==> src/verilog/menu_settings.svh <==
`ifndef MENU_SETTINGS_SVH
`define MENU_SETTINGS_SVH

// Number of time fields in the register bank
`define MENU_FIELD_COUNT 7

// Cycles spent idle between a scan and the next edit
`define MENU_WAIT_CYCLES 100

// Width of one BCD digit
`define MENU_BCD_WIDTH 4

`endif

==> src/verilog/fieldPkg.sv <==
`default_nettype none

`include "menu_settings.svh"

package fieldPkg;

	// Field address, 1 to 7, 0 never used
	typedef logic [2:0] fieldAddr;

	// First and last addresses of the scan and the pointer
	localparam fieldAddr FIRST_ADDR = 3'd1;
	localparam fieldAddr LAST_ADDR = 3'(`MENU_FIELD_COUNT);

	// Two BCD digits, tens in the upper nibble
	typedef struct packed {
		logic [`MENU_BCD_WIDTH-1:0] tens;
		logic [`MENU_BCD_WIDTH-1:0] ones;
	} bcdDigits;

	// Same byte seen raw or as digits
	typedef union packed {
		logic [2*`MENU_BCD_WIDTH-1:0] raw;
		bcdDigits digits;
	} fieldValue;

	////////////////////////////////////////////////////
	// Limit tables, indexed by address
	// sec, min, hour, day, month, year, weekday
	////////////////////////////////////////////////////
	localparam logic [0:`MENU_FIELD_COUNT][7:0] FIELD_MIN = '{
		8'h00, 8'h00, 8'h00, 8'h00, 8'h01, 8'h01, 8'h00, 8'h01
	};

	localparam logic [0:`MENU_FIELD_COUNT][7:0] FIELD_MAX = '{
		8'h00, 8'h59, 8'h59, 8'h23, 8'h31, 8'h12, 8'h99, 8'h07
	};

endpackage

`default_nettype wire

==> src/verilog/menuPkg.sv <==
`default_nettype none

`include "menu_settings.svh"

package menuPkg;

	// Controller states
	// Idle until ready, then scan, wait, edit forever
	typedef enum logic [1:0] {
		menuIdle,
		menuScan,
		menuWait,
		menuEdit
	} menuState;

	// Pending presses, one flag per button
	typedef struct packed {
		logic up;
		logic down;
		logic left;
		logic right;
		logic center;
	} buttonSet;

	// Wait counter and its terminal value
	typedef logic [$clog2(`MENU_WAIT_CYCLES)-1:0] waitCount;
	localparam waitCount WAIT_LAST = waitCount'(`MENU_WAIT_CYCLES - 1);

endpackage

`default_nettype wire

==> src/verilog/fieldIf.sv <==
`timescale 1ns/10ps
`default_nettype none

`include "menu_settings.svh"

interface fieldIf;

	// Edit pointer, selects the field that the strobes act on
	fieldPkg::fieldAddr fieldSel;

	// One-cycle edit strobes
	logic incr;
	logic decr;

	// Register bank, one element per field, indexed by address
	fieldPkg::fieldValue [`MENU_FIELD_COUNT:1] values;

	// Controller side
	modport editor (output fieldSel, output incr, output decr);

	// Counter side, each counter drives only its own element
	modport field (input fieldSel, input incr, input decr, output values);

	// Scanner side
	modport reader (input values);

endinterface

`default_nettype wire

==> src/verilog/buttonConditioner.sv <==
`timescale 1ns/10ps
`default_nettype none

module buttonConditioner (
	input wire CLK,
	input wire RST,
	input wire btnUp,
	input wire btnDown,
	input wire btnLeft,
	input wire btnRight,
	input wire btnCenter,
	input wire take,
	output menuPkg::buttonSet pending
);

	// Raw levels gathered into one set
	menuPkg::buttonSet raw;
	// Two synchronizer stages and the edge detector history
	menuPkg::buttonSet syncA;
	menuPkg::buttonSet syncB;
	menuPkg::buttonSet last;
	// Rising edges, one cycle wide
	menuPkg::buttonSet rise;

	assign raw.up = btnUp;
	assign raw.down = btnDown;
	assign raw.left = btnLeft;
	assign raw.right = btnRight;
	assign raw.center = btnCenter;

	assign rise = syncB & ~last;

	//////////////////////////////////////////////////
	// Sync, edge detect, sticky flags
	//////////////////////////////////////////////////
	always_ff @(posedge CLK or posedge RST)
	begin
		if (RST)
		begin
			syncA <= '0;
			syncB <= '0;
			last <= '0;
			pending <= '0;
		end
		else
		begin
			syncA <= raw;
			syncB <= syncA;
			last <= syncB;
			// Take clears, a new edge in the same cycle survives
			if (take)
				pending <= rise;
			else
				pending <= pending | rise;
		end
	end

endmodule

`default_nettype wire

==> src/verilog/fieldScanner.sv <==
`timescale 1ns/10ps
`default_nettype none

module fieldScanner (
	input wire CLK,
	input wire RST,
	input wire scanStart,
	output logic scanDone,
	fieldIf.reader bus,
	output logic scanValid,
	output fieldPkg::fieldAddr scanAddr,
	output logic [7:0] scanData
);

	// Load a new address this cycle
	logic load;
	fieldPkg::fieldAddr nextAddr;

	// Restart wins over stepping
	assign nextAddr = scanStart ? fieldPkg::FIRST_ADDR : scanAddr + 1'b1;
	assign load = scanStart | (scanValid & (scanAddr != fieldPkg::LAST_ADDR));

	//////////////////////////////////////////////////
	// Address counter and done pulse
	//////////////////////////////////////////////////
	always_ff @(posedge CLK or posedge RST)
	begin
		if (RST)
		begin
			scanValid <= 1'b0;
			scanAddr <= fieldPkg::FIRST_ADDR;
			scanDone <= 1'b0;
		end
		else
		begin
			scanValid <= load;
			// Done rides along with the last valid cycle
			scanDone <= load & (nextAddr == fieldPkg::LAST_ADDR);
			if (load)
				scanAddr <= nextAddr;
		end
	end

	// Registered read port, byte view of the field
	always_ff @(posedge CLK)
	begin
		if (load)
			scanData <= bus.values[nextAddr].raw;
	end

endmodule

`default_nettype wire

==> src/verilog/menuControl.sv <==
`timescale 1ns/10ps
`default_nettype none

module menuControl (
	input wire CLK,
	input wire RST,
	input wire rtcReady,
	input wire menuPkg::buttonSet pending,
	output wire take,
	output logic scanStart,
	input wire scanDone,
	fieldIf.editor edit,
	output fieldPkg::fieldAddr editPtr
);

	menuPkg::menuState state;
	menuPkg::waitCount waitCnt;

	// Edit cycle flag
	logic inEdit;
	// Opposing pairs cancel
	logic upOnly;
	logic downOnly;
	logic leftOnly;
	logic rightOnly;
	// Pointer value after this edit
	fieldPkg::fieldAddr nextPtr;

	assign inEdit = (state == menuPkg::menuEdit);

	assign upOnly = pending.up & ~pending.down;
	assign downOnly = pending.down & ~pending.up;
	assign leftOnly = pending.left & ~pending.right;
	assign rightOnly = pending.right & ~pending.left;

	//////////////////////////////////////////////////
	// Edit cycle outputs
	//////////////////////////////////////////////////
	// Flags are consumed in the same cycle they are used
	assign take = inEdit;
	assign edit.incr = inEdit & upOnly;
	assign edit.decr = inEdit & downOnly;
	// Strobes act on the old pointer
	assign edit.fieldSel = editPtr;

	// Center wins over left and right
	always_comb
	begin
		nextPtr = editPtr;
		if (pending.center)
			nextPtr = fieldPkg::FIRST_ADDR;
		else if (leftOnly)
		begin
			// Wrap 7 to 1
			if (editPtr == fieldPkg::LAST_ADDR)
				nextPtr = fieldPkg::FIRST_ADDR;
			else
				nextPtr = editPtr + 1'b1;
		end
		else if (rightOnly)
		begin
			// Wrap 1 to 7
			if (editPtr == fieldPkg::FIRST_ADDR)
				nextPtr = fieldPkg::LAST_ADDR;
			else
				nextPtr = editPtr - 1'b1;
		end
	end

	//////////////////////////////////////////////////
	// Scan, wait, edit sequencing
	//////////////////////////////////////////////////
	always_ff @(posedge CLK or posedge RST)
	begin
		if (RST)
		begin
			state <= menuPkg::menuIdle;
			waitCnt <= '0;
			editPtr <= fieldPkg::FIRST_ADDR;
			scanStart <= 1'b0;
		end
		else
		begin
			// Start pulse, one cycle
			scanStart <= 1'b0;
			case (state)
				menuPkg::menuIdle:
				begin
					// Ready only matters here
					if (rtcReady)
					begin
						state <= menuPkg::menuScan;
						scanStart <= 1'b1;
					end
				end
				menuPkg::menuScan:
				begin
					if (scanDone)
					begin
						state <= menuPkg::menuWait;
						waitCnt <= '0;
					end
				end
				menuPkg::menuWait:
				begin
					if (waitCnt == menuPkg::WAIT_LAST)
						state <= menuPkg::menuEdit;
					else
						waitCnt <= waitCnt + 1'b1;
				end
				menuPkg::menuEdit:
				begin
					// Fields update on this same edge, next scan sees them
					editPtr <= nextPtr;
					state <= menuPkg::menuScan;
					scanStart <= 1'b1;
				end
				default:
					state <= menuPkg::menuIdle;
			endcase
		end
	end

endmodule

`default_nettype wire

==> src/verilog/rtcMenu.sv <==
`timescale 1ns/10ps
`default_nettype none

`include "menu_settings.svh"

module rtcMenu (
	input wire CLK,
	input wire RST,
	input wire rtcReady,
	input wire btnUp,
	input wire btnDown,
	input wire btnLeft,
	input wire btnRight,
	input wire btnCenter,
	output wire scanValid,
	output wire fieldPkg::fieldAddr scanAddr,
	output wire [7:0] scanData,
	output wire fieldPkg::fieldAddr editPtr
);

	// Conditioner to controller
	wire menuPkg::buttonSet pending;
	wire take;
	// Controller to scanner
	wire scanStart;
	wire scanDone;

	// Edit strobes and register bank
	fieldIf bus ();

	buttonConditioner i_buttonConditioner (
		.CLK(CLK),
		.RST(RST),
		.btnUp(btnUp),
		.btnDown(btnDown),
		.btnLeft(btnLeft),
		.btnRight(btnRight),
		.btnCenter(btnCenter),
		.take(take),
		.pending(pending)
	);

	menuControl i_menuControl (
		.CLK(CLK),
		.RST(RST),
		.rtcReady(rtcReady),
		.pending(pending),
		.take(take),
		.scanStart(scanStart),
		.scanDone(scanDone),
		.edit(bus.editor),
		.editPtr(editPtr)
	);

	//////////////////////////////////////////////////
	// One counter per field, limits from the tables
	//////////////////////////////////////////////////
	for (genvar g = 1; g <= `MENU_FIELD_COUNT; g++)
	begin : genField
		timeField #(
			.fieldIndex(fieldPkg::fieldAddr'(g)),
			.minValue(fieldPkg::FIELD_MIN[g]),
			.maxValue(fieldPkg::FIELD_MAX[g])
		) i_timeField (
			.CLK(CLK),
			.RST(RST),
			.bus(bus.field)
		);
	end

	fieldScanner i_fieldScanner (
		.CLK(CLK),
		.RST(RST),
		.scanStart(scanStart),
		.scanDone(scanDone),
		.bus(bus.reader),
		.scanValid(scanValid),
		.scanAddr(scanAddr),
		.scanData(scanData)
	);

endmodule

`default_nettype wire

==> src/verilog/timeField.sv <==
`timescale 1ns/10ps
`default_nettype none

module timeField #(
	parameter fieldPkg::fieldAddr fieldIndex = 3'd1,
	parameter logic [7:0] minValue = 8'h00,
	parameter logic [7:0] maxValue = 8'h59
) (
	input wire CLK,
	input wire RST,
	fieldIf.field bus
);

	// Current BCD value and the value after a strobe
	fieldPkg::fieldValue value;
	fieldPkg::fieldValue stepped;
	// Strobes address this field
	logic hit;

	assign hit = (bus.fieldSel == fieldIndex);

	//////////////////////////////////////////////////
	// BCD step with wrap at the limits
	//////////////////////////////////////////////////
	always_comb
	begin
		stepped = value;
		if (bus.incr)
		begin
			if (value.raw == maxValue)
				stepped.raw = minValue;
			else if (value.digits.ones == 4'd9)
			begin
				// Carry into tens
				stepped.digits.ones = 4'd0;
				stepped.digits.tens = value.digits.tens + 1'b1;
			end
			else
				stepped.digits.ones = value.digits.ones + 1'b1;
		end
		else if (bus.decr)
		begin
			if (value.raw == minValue)
				stepped.raw = maxValue;
			else if (value.digits.ones == 4'd0)
			begin
				// Borrow from tens
				stepped.digits.ones = 4'd9;
				stepped.digits.tens = value.digits.tens - 1'b1;
			end
			else
				stepped.digits.ones = value.digits.ones - 1'b1;
		end
	end

	always_ff @(posedge CLK or posedge RST)
	begin
		if (RST)
			value.raw <= minValue;
		else if (hit)
			value <= stepped;
	end

	// Own slot in the bank
	assign bus.values[fieldIndex] = value;

endmodule

`default_nettype wire
==> config.mk <==
export PLATFORM = sky130hd
export DESIGN_NAME = rtcMenu
export DESIGN_NICKNAME = d
export VERILOG_FILES = /design/src/verilog/fieldPkg.sv /design/src/verilog/menuPkg.sv /design/src/verilog/fieldIf.sv /design/src/verilog/buttonConditioner.sv /design/src/verilog/fieldScanner.sv /design/src/verilog/menuControl.sv /design/src/verilog/rtcMenu.sv /design/src/verilog/timeField.sv
export VERILOG_INCLUDE_DIRS = /design/src /design/src/verilog
export SDC_FILE = /design/constraint.sdc
export NUM_CORES = 1
export LEC_CHECK = 0
export BUFFER_PORTS_ARGS = -buffer_cell sky130_fd_sc_hd__buf_2
export CORE_UTILIZATION = 45
export DETAILED_ROUTE_END_ITERATION = 7
export PLACE_DENSITY = 0.63
export REMOVE_ABC_BUFFERS = 1
export SYNTH_ARGS = -nofsm -noshare
export SYNTH_HDL_FRONTEND = slang
export SYNTH_SLANG_ARGS = --single-unit
==> constraint.sdc <==
create_clock -name CLK -period 2.6 [get_ports CLK]
set_input_delay 0.26 -clock CLK [delete_from_list [all_inputs] [get_ports CLK]]
set_output_delay 0.26 -clock CLK [all_outputs]
set_load 0.02 [all_outputs]
# Yosys cells after proc, flatten, opt, wreduce, memory -nomap -nowiden
# Index checks and enable logic that the tools add are counted.
totals:
  register_bits: 102
  ram_bits: 0
  wordCells: 245
  rom_bits: 0
  n_memories: 0
  latch_bits: 0
op_classes:
  n_eq_ne: 41
  n_lt_le_gt_ge: 1
  multipliers: 0
  n_div: 0
  shifts: 0
  reduce_logical: 39
  n_bitwise: 16
  n_addsub: 32
  mux: 74
op_table:
  columns: ["operator", "n"]
  rows:
  - ["two-way mux 8 bit", 29]
  - ["two-way mux 4 bit", 28]
  - ["adder 4 x 1 -> 4 bit, second input constant", 14]
  - ["subtractor 4 x 1 -> 4 bit, second input constant", 14]
  - ["logical NOT 8 bit", 4]
  - ["== test 4 bit, second input constant", 7]
  - ["logical NOT 4 bit", 7]
  - ["AND reduction 4 bit", 7]
  - ["binary-select mux 8 bit (select 3 bit)", 1]
  - ["== test 8 x 1 -> 1 bit, second input constant", 3]
  - ["nonzero test 3 bit", 8]
  - ["inequality test 3 x 1 -> 1 bit, second input constant", 7]
  - ["two-way mux 3 bit", 6]
  - ["== test 8 x 6 -> 1 bit, second input constant", 2]
  - ["== test 8 x 7 -> 1 bit, second input constant", 2]
  - ["AND reduction 2 bit", 8]
  - ["== test 3 bit, second input constant", 5]
  - ["two-way mux 7 bit", 2]
  - ["one-hot mux 7 bit (2 select lines)", 1]
  - ["AND 1 bit", 8]
  - ["== test 8 x 3 -> 1 bit, second input constant", 1]
  - ["== test 8 x 5 -> 1 bit, second input constant", 1]
  - ["== test 8 bit, second input constant", 1]
  - ["one-hot mux 2 bit (4 select lines)", 1]
  - ["24 further kinds", 36]

# Longest topological paths before layout
# Gate-level depths: netlist of the first run.
depth:
  depth_word: 5
  ltp_mapped: 10

# Worst setup path before layout of the first run
# No wires, ideal clock.
synth_path:
  path_type: "flip-flop to flip-flop"
  from: "register genField[5].i_timeField.value[5] (netlist name)"
  to: "register genField[5].i_timeField.value[6] (netlist name)"
  n_path_buf: 0
  path_slack_ps: 369
  arrival_time_ps: 2136
  stages_incl_launch_ff: 8
  synth_period_minus_slack_ps: 2231
  required_time_ps: 2505
  setup_ps: 95
  path_cell_list: "dfrtp_1 -> inv_1 -> ha_1 -> or3b_4 -> a2111oi_4 -> nor2_2 -> or3_4 -> o31ai_1"
synth_between:
  elab_chain_cells: 5
  word_cells_on_any_way: 13
synth_rtl:
  columns: ["item", "line", "rtl"]
  rows:
  - ["from (decl)", "timeField.sv:15", "fieldPkg::fieldValue value;"]
  - ["from (signal assigned)", "timeField.sv:61", "value <= stepped;"]
  - ["subtractor 4 x 1 -> 4 bit", "timeField.sv:49", "stepped.digits.tens = value.digits.tens - 1'b1;"]
  - ["two-way mux 4 bit", "timeField.sv:45", "else if (value.digits.ones == 4'd0)"]
  - ["two-way mux 8 bit", "timeField.sv:43", "if (value.raw == minValue)"]
  - ["two-way mux 8 bit", "timeField.sv:41", "else if (bus.decr)"]
  - ["two-way mux 8 bit", "timeField.sv:28", "if (bus.incr)"]
# Parallel ways exist; a longest one is shown, timed or not. The select of a mux whose other input is x is not followed.
# A chain may end at the register's enable or synchronous reset.

# Final worst setup path of the first run
# Same ends and word-level chain as after synthesis.

==> results of run 1 <==
## path summary, 6_finish.rpt
path	slack [ps]	start	end
max in group asynchronous	1360	RST	genField[5].i_timeField.value[0]
worst max register to register	160	genField[5].i_timeField.value[5]	genField[5].i_timeField.value[6]
worst max-delay path	160	genField[5].i_timeField.value[5]	genField[5].i_timeField.value[6]
worst min register to register	350	i_buttonConditioner.syncA[4]	i_buttonConditioner.syncB[4]
worst min-delay path	190	rtcReady	i_menuControl.scanStart
min in group asynchronous	490	RST	genField[7].i_timeField.value[5]
## cells by family after synthesis
group / count (synthesis) / share of synthesized area
and+or+nand+nor: 247 / 0.1696
xor gates and xnor gates: 9 / 0.01200
AOI/OAI and AO/OA: 275 / 0.2558
muxes: 22 / 0.03983
adders and majority gates: 59 / 0.1026
buffers and inverters: 108 / 0.05896
DFF: 102 / 0.3612
## layout by cell type, fill, tap and decap left out, types with 10 or more instances in the layout
| master | n |
|---|---|
| sky130_fd_sc_hd__o21ai_1 | 33 |
| sky130_fd_sc_hd__a21oi_1 | 60 |
| sky130_fd_sc_hd__nor2_1 | 75 |
| sky130_fd_sc_hd__inv_1 | 57 |
| sky130_fd_sc_hd__nand2_1 | 66 |
| sky130_fd_sc_hd__nor3_1 | 19 |
| sky130_fd_sc_hd__ha_1 | 59 |
| sky130_fd_sc_hd__o31ai_1 | 17 |
| sky130_fd_sc_hd__o21bai_1 | 10 |
| sky130_fd_sc_hd__a31oi_1 | 18 |
| sky130_fd_sc_hd__dfrtp_1 | 89 |
| sky130_fd_sc_hd__o21ai_0 | 28 |
| sky130_fd_sc_hd__mux2i_1 | 14 |
| sky130_fd_sc_hd__o22ai_1 | 22 |
| sky130_fd_sc_hd__buf_4 | 19 |
| sky130_fd_sc_hd__nand3_1 | 23 |
| sky130_fd_sc_hd__buf_2 | 22 |
## critical path: stages (launching register included)
cell	delay, ps
sky130_fd_sc_hd__dfrtp_1	440
sky130_fd_sc_hd__inv_1	160
sky130_fd_sc_hd__ha_1	190
sky130_fd_sc_hd__or3b_4	420
sky130_fd_sc_hd__a2111oi_4	380
sky130_fd_sc_hd__nor2_2	90
sky130_fd_sc_hd__or3_4	430
sky130_fd_sc_hd__o31ai_1	240
## sequential cells by signal, indices dropped and copies added, names as in the netlist
signal	cells
i_fieldScanner.scanData	8
i_menuControl.edit.fieldSel	3
i_buttonConditioner.pending	5
i_menuControl.scanStart	1
i_buttonConditioner.syncA	5
i_buttonConditioner.syncB	5
i_menuControl.waitCnt	7
i_buttonConditioner.last	5
i_fieldScanner.scanAddr	3
genField.i_timeField.value	56
i_menuControl.state	2
i_fieldScanner.scanValid	1
i_fieldScanner.scanDone	1
## cell type report
cell class                      count  area (sq um)  share of cell area
Multi-Input combinational cell    612          4173              0.5253
Sequential cell                   102          2599              0.3271
Timing Repair Buffer               50         372.9             0.04694
Tap cell                          211         264.0             0.03323
Clock buffer                        9         225.2             0.02835
Inverter                           58         220.2             0.02772
Clock inverter                      7         90.09             0.01134
## per-layer routing
metal	vias to the layer above	GRT usage	routed length, microns
met5	-	0	0
li1	3030	-	-
met2	142	0.3545	8102
met1	3017	0.2947	7808
met3	13	0.03493	796
met4	0	0.06298	197
## metrics by stage
stage          hold WS (ps)  setup slack (ps)
4_1_cts               190.3             166.2
3_3_place_gp          332.3             258.4
2_1_floorplan         291.4            -853.2
5_1_grt               211.2             18.67
3_5_place_dp          335.5             172.3
6_report              194.4             161.5
## power breakdown
part / total [mW] / switching, mW / internal, mW
Clock: 1.46 / 0.686 / 0.772
Combinational: 5.33 / 3.10 / 2.23
Sequential: 3.08 / 0.869 / 2.22
Total: 9.87 / 4.65 / 5.22
==> impl_metrics.ini, run 1 <==
[timing]
finalHoldViolations = 0
post-route-min-period_ps = 2439
grt_setup_unrepaired = false
tns_ps = 0
transition_time_of_the_tightest_slew_check_pin_ps = 642.2
final.setup_skew_ps = 11.59
final.period_utilization = 0.9379
slew_headroom = 0.5719
fmax_mhz = 410.1
setup_viol = 0
slew_viol_final = 0

[critical_path]
crit_path_start_kind = flip-flop
worstPathArrival_ps = 2700
cp_data_required_time_ps = 2870
critPathKind = reg -> reg
worst-r2r-cell-count = 7
path_max_fanout = 6
setup.worst_path.end_class = flip-flop

[placement]
numPlacedInstances = 1027
port_buffer_cells = 22
dp.final_hpwl_mm = 11.96
gp_congestion = 0.8516
placedInstanceArea_sq_um = 7569

[global_routing]
grt_start_max_net_pins = 58
number_of_antenna_violations_at_the_first_check_in_global_routing = 0
grt.total_usage = 0.2163
overflow = 0
first_global_vias = 5705
grt_pass1_wl_mm = 28.48

[cts]
h-tree-depth = 3
post_cts_hold_buffer_count = 6
clock_latency_on_the_worst_skew_pair_ps = 370
clock_sink_count = 102
postcts_setup_bufs = 0
tritoncts_clock_tree = done
clock_tree_buf_depth = 2
cts_root_buf = sky130_fd_sc_hd__clkbuf_16
clk_transition_reported_paths_ps = 70
cts-buffers-inserted = 9
cts.repair.resized = 0

[synthesis]
synth_top_cells_by_area = sky130_fd_sc_hd__dfrtp_1 31%, sky130_fd_sc_hd__ha_1 10%, sky130_fd_sc_hd__a21oi_1 4.2%
synth_enable_flop_cells = 8
synthDominantCellAreaShare = 0.3096
yosys.cell_count.top_type = sky130_fd_sc_hd__dfrtp_1
synth_seq_cells = 102
count_of_warnings_emitted_by_yosys = 0
synth_flop_cell = sky130_fd_sc_hd__dfrtp_1
syn_inst = 822
syn-mean-instance-area_sq_um = 8.752
async_reset_ff_frac = 0.9216
synth_largest_area_cell = sky130_fd_sc_hd__dfrtp_1
yosysSeqAreaShare = 0.3612
mappedNetlistArea_sq_um = 7194
yosys-top-cells-count = 89 x sky130_fd_sc_hd__dfrtp_1, 75 x sky130_fd_sc_hd__nor2_1, 66 x sky130_fd_sc_hd__nand2_1, 60 x sky130_fd_sc_hd__a21oi_1, 59 x sky130_fd_sc_hd__ha_1
ys_types = 83

[power]
totalPowerFinal_mw = 9.868
power_per_cell_area_nw_per_um2 = 1242
leakage_nw = 3.393
ir_worst_vdd_uv = 559.0

[detailed_routing]
detail-route-antenna-nets = 0
routed-via-count = 6202
drt_first_iter_violations = 521
wire_per_inst_microns = 16.12
drt-vias-per-instance = 5.912
remaining_drc_errors = 0
first_pass_iters = 5
wl_mm = 16.91

[hold_path]
min_path_cells = 3
timing.hold.worst.class = in -> reg

[floorplan]
floorplan.die_area_sq_um = 16500
num_rows = 45
dieHeight_microns = 128.4
initial_core_util = 0.4663
die-width_microns = 128.4
core_sq_um = 15430
ioPinCount = 23

[final_layout]
antenna_cells_inserted = 0
layout-area-overhead-vs-synth_pct = 10.42
design_area_sq_um = 7944
layout.nets = 900
layoutNonFillerInstCount = 1049
final_util = 0.5149
fill_cells = 1441
post_route_cells_drive_above_1_share = 0.1074

[flow_run]
maxCapViolCount = 0

[run_status]
status = finished clean
No activity file was read; power rests on OpenSTA's default activity.
==> run 2: changes to the inputs <==
Settings changed: CORE_UTILIZATION 45 to 39, PLACE_DENSITY 0.63 to 0.56.
==> run 2 against run 1 <==
The run now ends with hold timing left. Critical path depth did not move. Hold slack got worse by 210 ps. Combinational power about the same. Routed wire length is 3.1% higher. Total power up 0.25%. Non-clock buffer count decreased by 1. Final cell count grew 1.6%. Global-route usage fell by 2.5 points. Setup slack worse by 27 ps.
==> impl_metrics.ini, run 2 (synthesis results as in run 1) <==
[hold_path]
timing.hold.worst.class = in -> async

[cts]
clock_latency_on_the_worst_skew_pair_ps = 350
clk_transition_reported_paths_ps = 80
clock_sink_count = 102
h-tree-depth = 3
cts_root_buf = sky130_fd_sc_hd__clkbuf_16
clock_tree_buf_depth = 2
tritoncts_clock_tree = done
cts-buffers-inserted = 9

[power]
p_sw_frac = 0.4710
power.sequential.fraction = 0.312
clock_power_share = 0.149
ir_worst_vdd_uv = 579.7
net-switching-power_mw = 4.659
power_frac_comb = 0.539
power_per_cell_area_nw_per_um2 = 1241
p_int_mw = 5.233
leakage_nw = 3.393

[global_routing]
grt_start_max_net_pins = 52
grt.total_usage = 0.1915
first_global_vias = 5678
grt_pass1_wl_mm = 28.70
overflow = 0
number_of_antenna_violations_at_the_first_check_in_global_routing = 0

[final_layout]
layoutNonFillerInstCount = 1066
final_util = 0.4424
reg.largest.list = genField.i_timeField.value: 56 flops, i_fieldScanner.scanData: 8 flops, i_menuControl.waitCnt: 7 flops
design_area_sq_um = 7974
final_cell_mix = 89 x sky130_fd_sc_hd__dfrtp_1, 75 x sky130_fd_sc_hd__nor2_1, 66 x sky130_fd_sc_hd__nand2_1
layout-area-overhead-vs-synth_pct = 10.83
post_route_cells_drive_above_1_share = 0.1099
antenna_cells_inserted = 0
largest_register_ffs = 56
layout_commonest_cell = sky130_fd_sc_hd__dfrtp_1
layout.nets = 899
reg_with_most_ffs = genField.i_timeField.value

[critical_path]
critPathCapture = genField[5].i_timeField.value[4]
cp_data_required_time_ps = 2850
worstPathArrival_ps = 2720
worstReg2RegStart = genField[5].i_timeField.value[5]
setup.reg_to_reg.worst_slack_ps = 130
worstSetupStartpoint = genField[5].i_timeField.value[5]
worst-r2r-cell-count = 7
path_max_fanout = 6
crit_path_start_kind = flip-flop
setup.worst_path.end_class = flip-flop
r2r-end = genField[5].i_timeField.value[4]
critPathKind = reg -> reg

[placement]
numPlacedInstances = 1046
dp.final_hpwl_mm = 12.39
placedInstanceArea_sq_um = 7611
gp_congestion = 0.8456
port_buffer_cells = 22

[timing]
final.setup_skew_ps = 6.611
finalHoldViolations = 35
post-route-min-period_ps = 2465
transition_time_of_the_tightest_slew_check_pin_ps = 638.0
slew_viol_final = 0
fmax_mhz = 405.6
tns_ps = 0
slew_headroom = 0.5727
worst_hold_slack_ps = -18.08
setup_viol = 0
final.period_utilization = 0.9482
grt_setup_unrepaired = false

[floorplan]
dieHeight_microns = 137.8
floorplan.die_area_sq_um = 18990
initial_core_util = 0.3991
core_sq_um = 18020
die-width_microns = 137.8
ioPinCount = 23
num_rows = 49

[detailed_routing]
drt_first_iter_violations = 500
detail-route-antenna-nets = 0
remaining_drc_errors = 0
wl_mm = 17.42
drt-vias-per-instance = 5.815
wire_per_inst_microns = 16.34
first_pass_iters = 5
routed-via-count = 6199

[run_status]
failed_checks = hold timing
status = finished with violations

[flow_run]
maxCapViolCount = 0
[run 2: cell types whose count changed in the layout (fill, tap and decap cells not counted), sizes merged]
| cell | previous run | this run |
|---|---|---|
| buf | 44 | 45 |
| dlygate4sd3 | 6 | 4 |
| clkinv | 2 | 3 |
| inv | 62 | 61 |
[run 2: timing repair]
item                                    4_1_cts  5_1_grt
hold buffers                                  1        3
endpoints found under the setup margin        0        1
setup buffers                                 0        0
hold endpoints to repair                      1        3
gates resized for setup                       0        1
[run 2: worst min path at each step]
stage / from / to / slack (ps) / cells after the start
floorplan: btnCenter / i_buttonConditioner.syncA[0] / 290 / 0
global placement: i_buttonConditioner.syncA[0] / i_buttonConditioner.syncB[0] / 330 / 0
detailed placement: i_buttonConditioner.syncA[2] / i_buttonConditioner.syncB[2] / 330 / 0
CTS: RST / genField[4].i_timeField.value[2] / 0.5 / 2
global route: btnUp / i_buttonConditioner.syncA[4] / 0.9 / 1
finish: RST / i_buttonConditioner.syncA[2] / -20 / 2
[run 2: worst max-delay path, stage by stage (launching register included)]
cell and delay, ps:
sky130_fd_sc_hd__dfrtp_1 450, sky130_fd_sc_hd__inv_1 160, sky130_fd_sc_hd__ha_1 190, sky130_fd_sc_hd__or3b_4 420, sky130_fd_sc_hd__a2111oi_4 370, sky130_fd_sc_hd__nor2_2 90
sky130_fd_sc_hd__or3_4 430, sky130_fd_sc_hd__o31ai_1 260
[run 2: area by class of cell]
cell class              count  area, sq um
clock inverters             7        92.59
multi-input cells         612         4178
repair buffers             49        372.9
well taps                 229        286.5
fillers                  1746        10050
flip-flops and latches    102         2599
inverters                  58        220.2
clock buffers               9        225.2
[run 2: power by group through the flow]
stage | logic (mW) | clock network [mW] | registers (mW)
CTS | 5.31 | 1.51 | 3.08
global route | 5.97 | 1.58 | 3.20
global placement | 5.15 | 0 | 3.08
finish | 5.33 | 1.48 | 3.08
floorplan | 3.83 | 0 | 3.05
detailed placement | 5.29 | 0 | 3.11
[run 2: routing by layer]
metal,part of all wire,vias to the layer above,global-route usage
met1,0.48,3015,0.2605
met2,0.47,139,0.3076
li1,-,3028,-
met5,0,-,0
met4,0.020,0,0.07609
met3,0.034,17,0.02391
[run 2: stage by stage]
stage / setup slack (ps) / power (mW) / hold WS [ps]
floorplan: -853.2 / 6.880 / 291.4
finish: 134.8 / 9.892 / -18.08
global route: 22.42 / 10.75 / 0.9336
detailed placement: 130.4 / 8.401 / 334.7
CTS: 140.4 / 9.907 / 0.4796
global placement: 261.8 / 8.236 / 332.0
==> run 3: changes to the inputs <==
Settings changed: PLACE_DENSITY 0.56 to 0.66.
==> run 3 against run 2 <==
The flow still finishes with violations (hold timing). First-iteration DRC count fell by 20%. Routed wire length decreased by 3.7%. Sequential power about the same. Global-route usage fell by 0.28 points. Clock power is 6% lower. Non-clock buffer count up 2. Utilization is 0.25 points lower. Count of clock-buffer cells in the layout grew 2. Final cell count unchanged. Sequential share of layout area grew 0.19 points. Largest power group unchanged.
==> impl_metrics.ini, run 3 (synthesis results as in run 1) <==
[power]
totalPowerFinal_mw = 9.840
ir_worst_vdd_uv = 703.6
power_per_cell_area_nw_per_um2 = 1241
leakage_nw = 3.380

[cts]
clock_tree_buf_depth = 2
cts-buffers-inserted = 9
cts.repair.resized = 0
tritoncts_clock_tree = done
postcts_setup_bufs = 0
cts_root_buf = sky130_fd_sc_hd__clkbuf_16
post_cts_hold_buffer_count = 0
clock_sink_count = 102
clock_latency_on_the_worst_skew_pair_ps = 360
h-tree-depth = 3
clk_transition_reported_paths_ps = 70

[critical_path]
path_max_fanout = 6
crit_path_start_kind = flip-flop
critPathKind = reg -> reg
setup.worst_path.end_class = flip-flop
cp_data_required_time_ps = 2860
worstPathArrival_ps = 2690
setup.reg_to_reg.worst_slack_ps = 180

[final_layout]
layout-area-overhead-vs-synth_pct = 10.21
post_route_cells_drive_above_1_share = 0.1135
final_cell_mix = 89 x sky130_fd_sc_hd__dfrtp_1, 75 x sky130_fd_sc_hd__nor2_1, 66 x sky130_fd_sc_hd__nand2_1
layoutNonFillerInstCount = 1066
reg.largest.list = genField.i_timeField.value: 56 flops, i_fieldScanner.scanData: 8 flops, i_menuControl.waitCnt: 7 flops
multi_input_area_sq_um = 4173
ff_latch_area_sq_um = 2599
reg_with_most_ffs = genField.i_timeField.value
largest_register_ffs = 56
layout_commonest_cell = sky130_fd_sc_hd__dfrtp_1
final_util = 0.4399
layout.nets = 901
fill_cells = 1747
antenna_cells_inserted = 0
design_area_sq_um = 7929

[global_routing]
grt_start_max_net_pins = 55
grt.total_usage = 0.1888
number_of_antenna_violations_at_the_first_check_in_global_routing = 0
first_global_vias = 5748
overflow = 0
grt_pass1_wl_mm = 28.26

[timing]
slew_viol_final = 0
setup_viol = 0
tns_ps = 0
post-route-min-period_ps = 2424
slew_headroom = 0.5834
final.period_utilization = 0.9324
fmax_mhz = 412.5
worst_hold_slack_ps = -11.06
finalHoldViolations = 18
transition_time_of_the_tightest_slew_check_pin_ps = 624.9
final.setup_skew_ps = 7.534
grt_setup_unrepaired = false

[placement]
gp_congestion = 0.8678
port_buffer_cells = 22
dp.final_hpwl_mm = 12.03
numPlacedInstances = 1052
placedInstanceArea_sq_um = 7631

[floorplan]
dieHeight_microns = 137.8
num_rows = 49
core_sq_um = 18020
die-width_microns = 137.8
ioPinCount = 23
floorplan.die_area_sq_um = 18990
initial_core_util = 0.3991

[detailed_routing]
first_pass_iters = 5
detail-route-antenna-nets = 0
drt-vias-per-instance = 5.791
remaining_drc_errors = 0
wl_mm = 16.77
routed-via-count = 6173
drt_first_iter_violations = 399
wire_per_inst_microns = 15.73

[run_status]
status = finished with violations
failed_checks = hold timing

[hold_path]
timing.hold.worst.class = in -> async

[flow_run]
maxCapViolCount = 0
run 3: cell count changes in the layout (fill, tap and decap cells not counted), sizes merged:
cell / delta
clkinvlp: +2
buf: +6
inv: -3
clkinv: -3
dlygate4sd3: -4
clkbuf: +2
run 3: area by class of cell:
class,instances,share of cell area
sequential,102,0.3278
inverter,58,0.02777
timing repair buffer,51,0.04450
tap,229,0.03614
clock buffer,11,0.03188
clock inverter,3,0.005681
multi-input combinational,612,0.5263
run 3: final timing paths:
check                                                 start                          endpoint  depth (start not counted)
max                        genField[5].i_timeField.value[5]  genField[5].i_timeField.value[4]                          7
min                                                     RST          i_menuControl.waitCnt[6]                          2
max reg2reg                genField[5].i_timeField.value[5]  genField[5].i_timeField.value[4]                          7
min reg2reg                    i_buttonConditioner.syncA[3]      i_buttonConditioner.syncB[3]                          0
max in group asynchronous                               RST        i_fieldScanner.scanAddr[0]                          3
min in group CLK                                    btnLeft      i_buttonConditioner.syncA[2]                          1
run 3: critical path: stages (launching register included):
cell and delay, ps:
sky130_fd_sc_hd__dfrtp_1 430, sky130_fd_sc_hd__inv_1 160, sky130_fd_sc_hd__ha_1 190, sky130_fd_sc_hd__or3b_4 410
sky130_fd_sc_hd__a2111oi_4 370, sky130_fd_sc_hd__nor2_2 100, sky130_fd_sc_hd__or3_4 430, sky130_fd_sc_hd__o31ai_1 240
run 3: where the power goes:
part | internal (mW) | switching, mW
Combinational | 2.25 | 3.13
Clock | 0.789 | 0.605
Sequential | 2.22 | 0.848
Total | 5.26 | 4.58
run 3: routing by layer:
layer  share of wire  vias up  track usage
li1                -     3029            -
met1            0.46     2975       0.2482
met2            0.48      149       0.3127
met3           0.046       20      0.03164
met4           0.017        0      0.06401
met5               0        -            0
run 3: stage by stage:
| step | hold slack, ps | setup WS [ps] |
|---|---|---|
| finish | -11.06 | 175.7 |
| global route | 0.5907 | 11.67 |
| CTS | 0.2385 | 188.8 |
| detailed placement | 334.7 | 201.2 |
| global placement | 332.1 | 243.5 |
| floorplan | 291.4 | -853.2 |
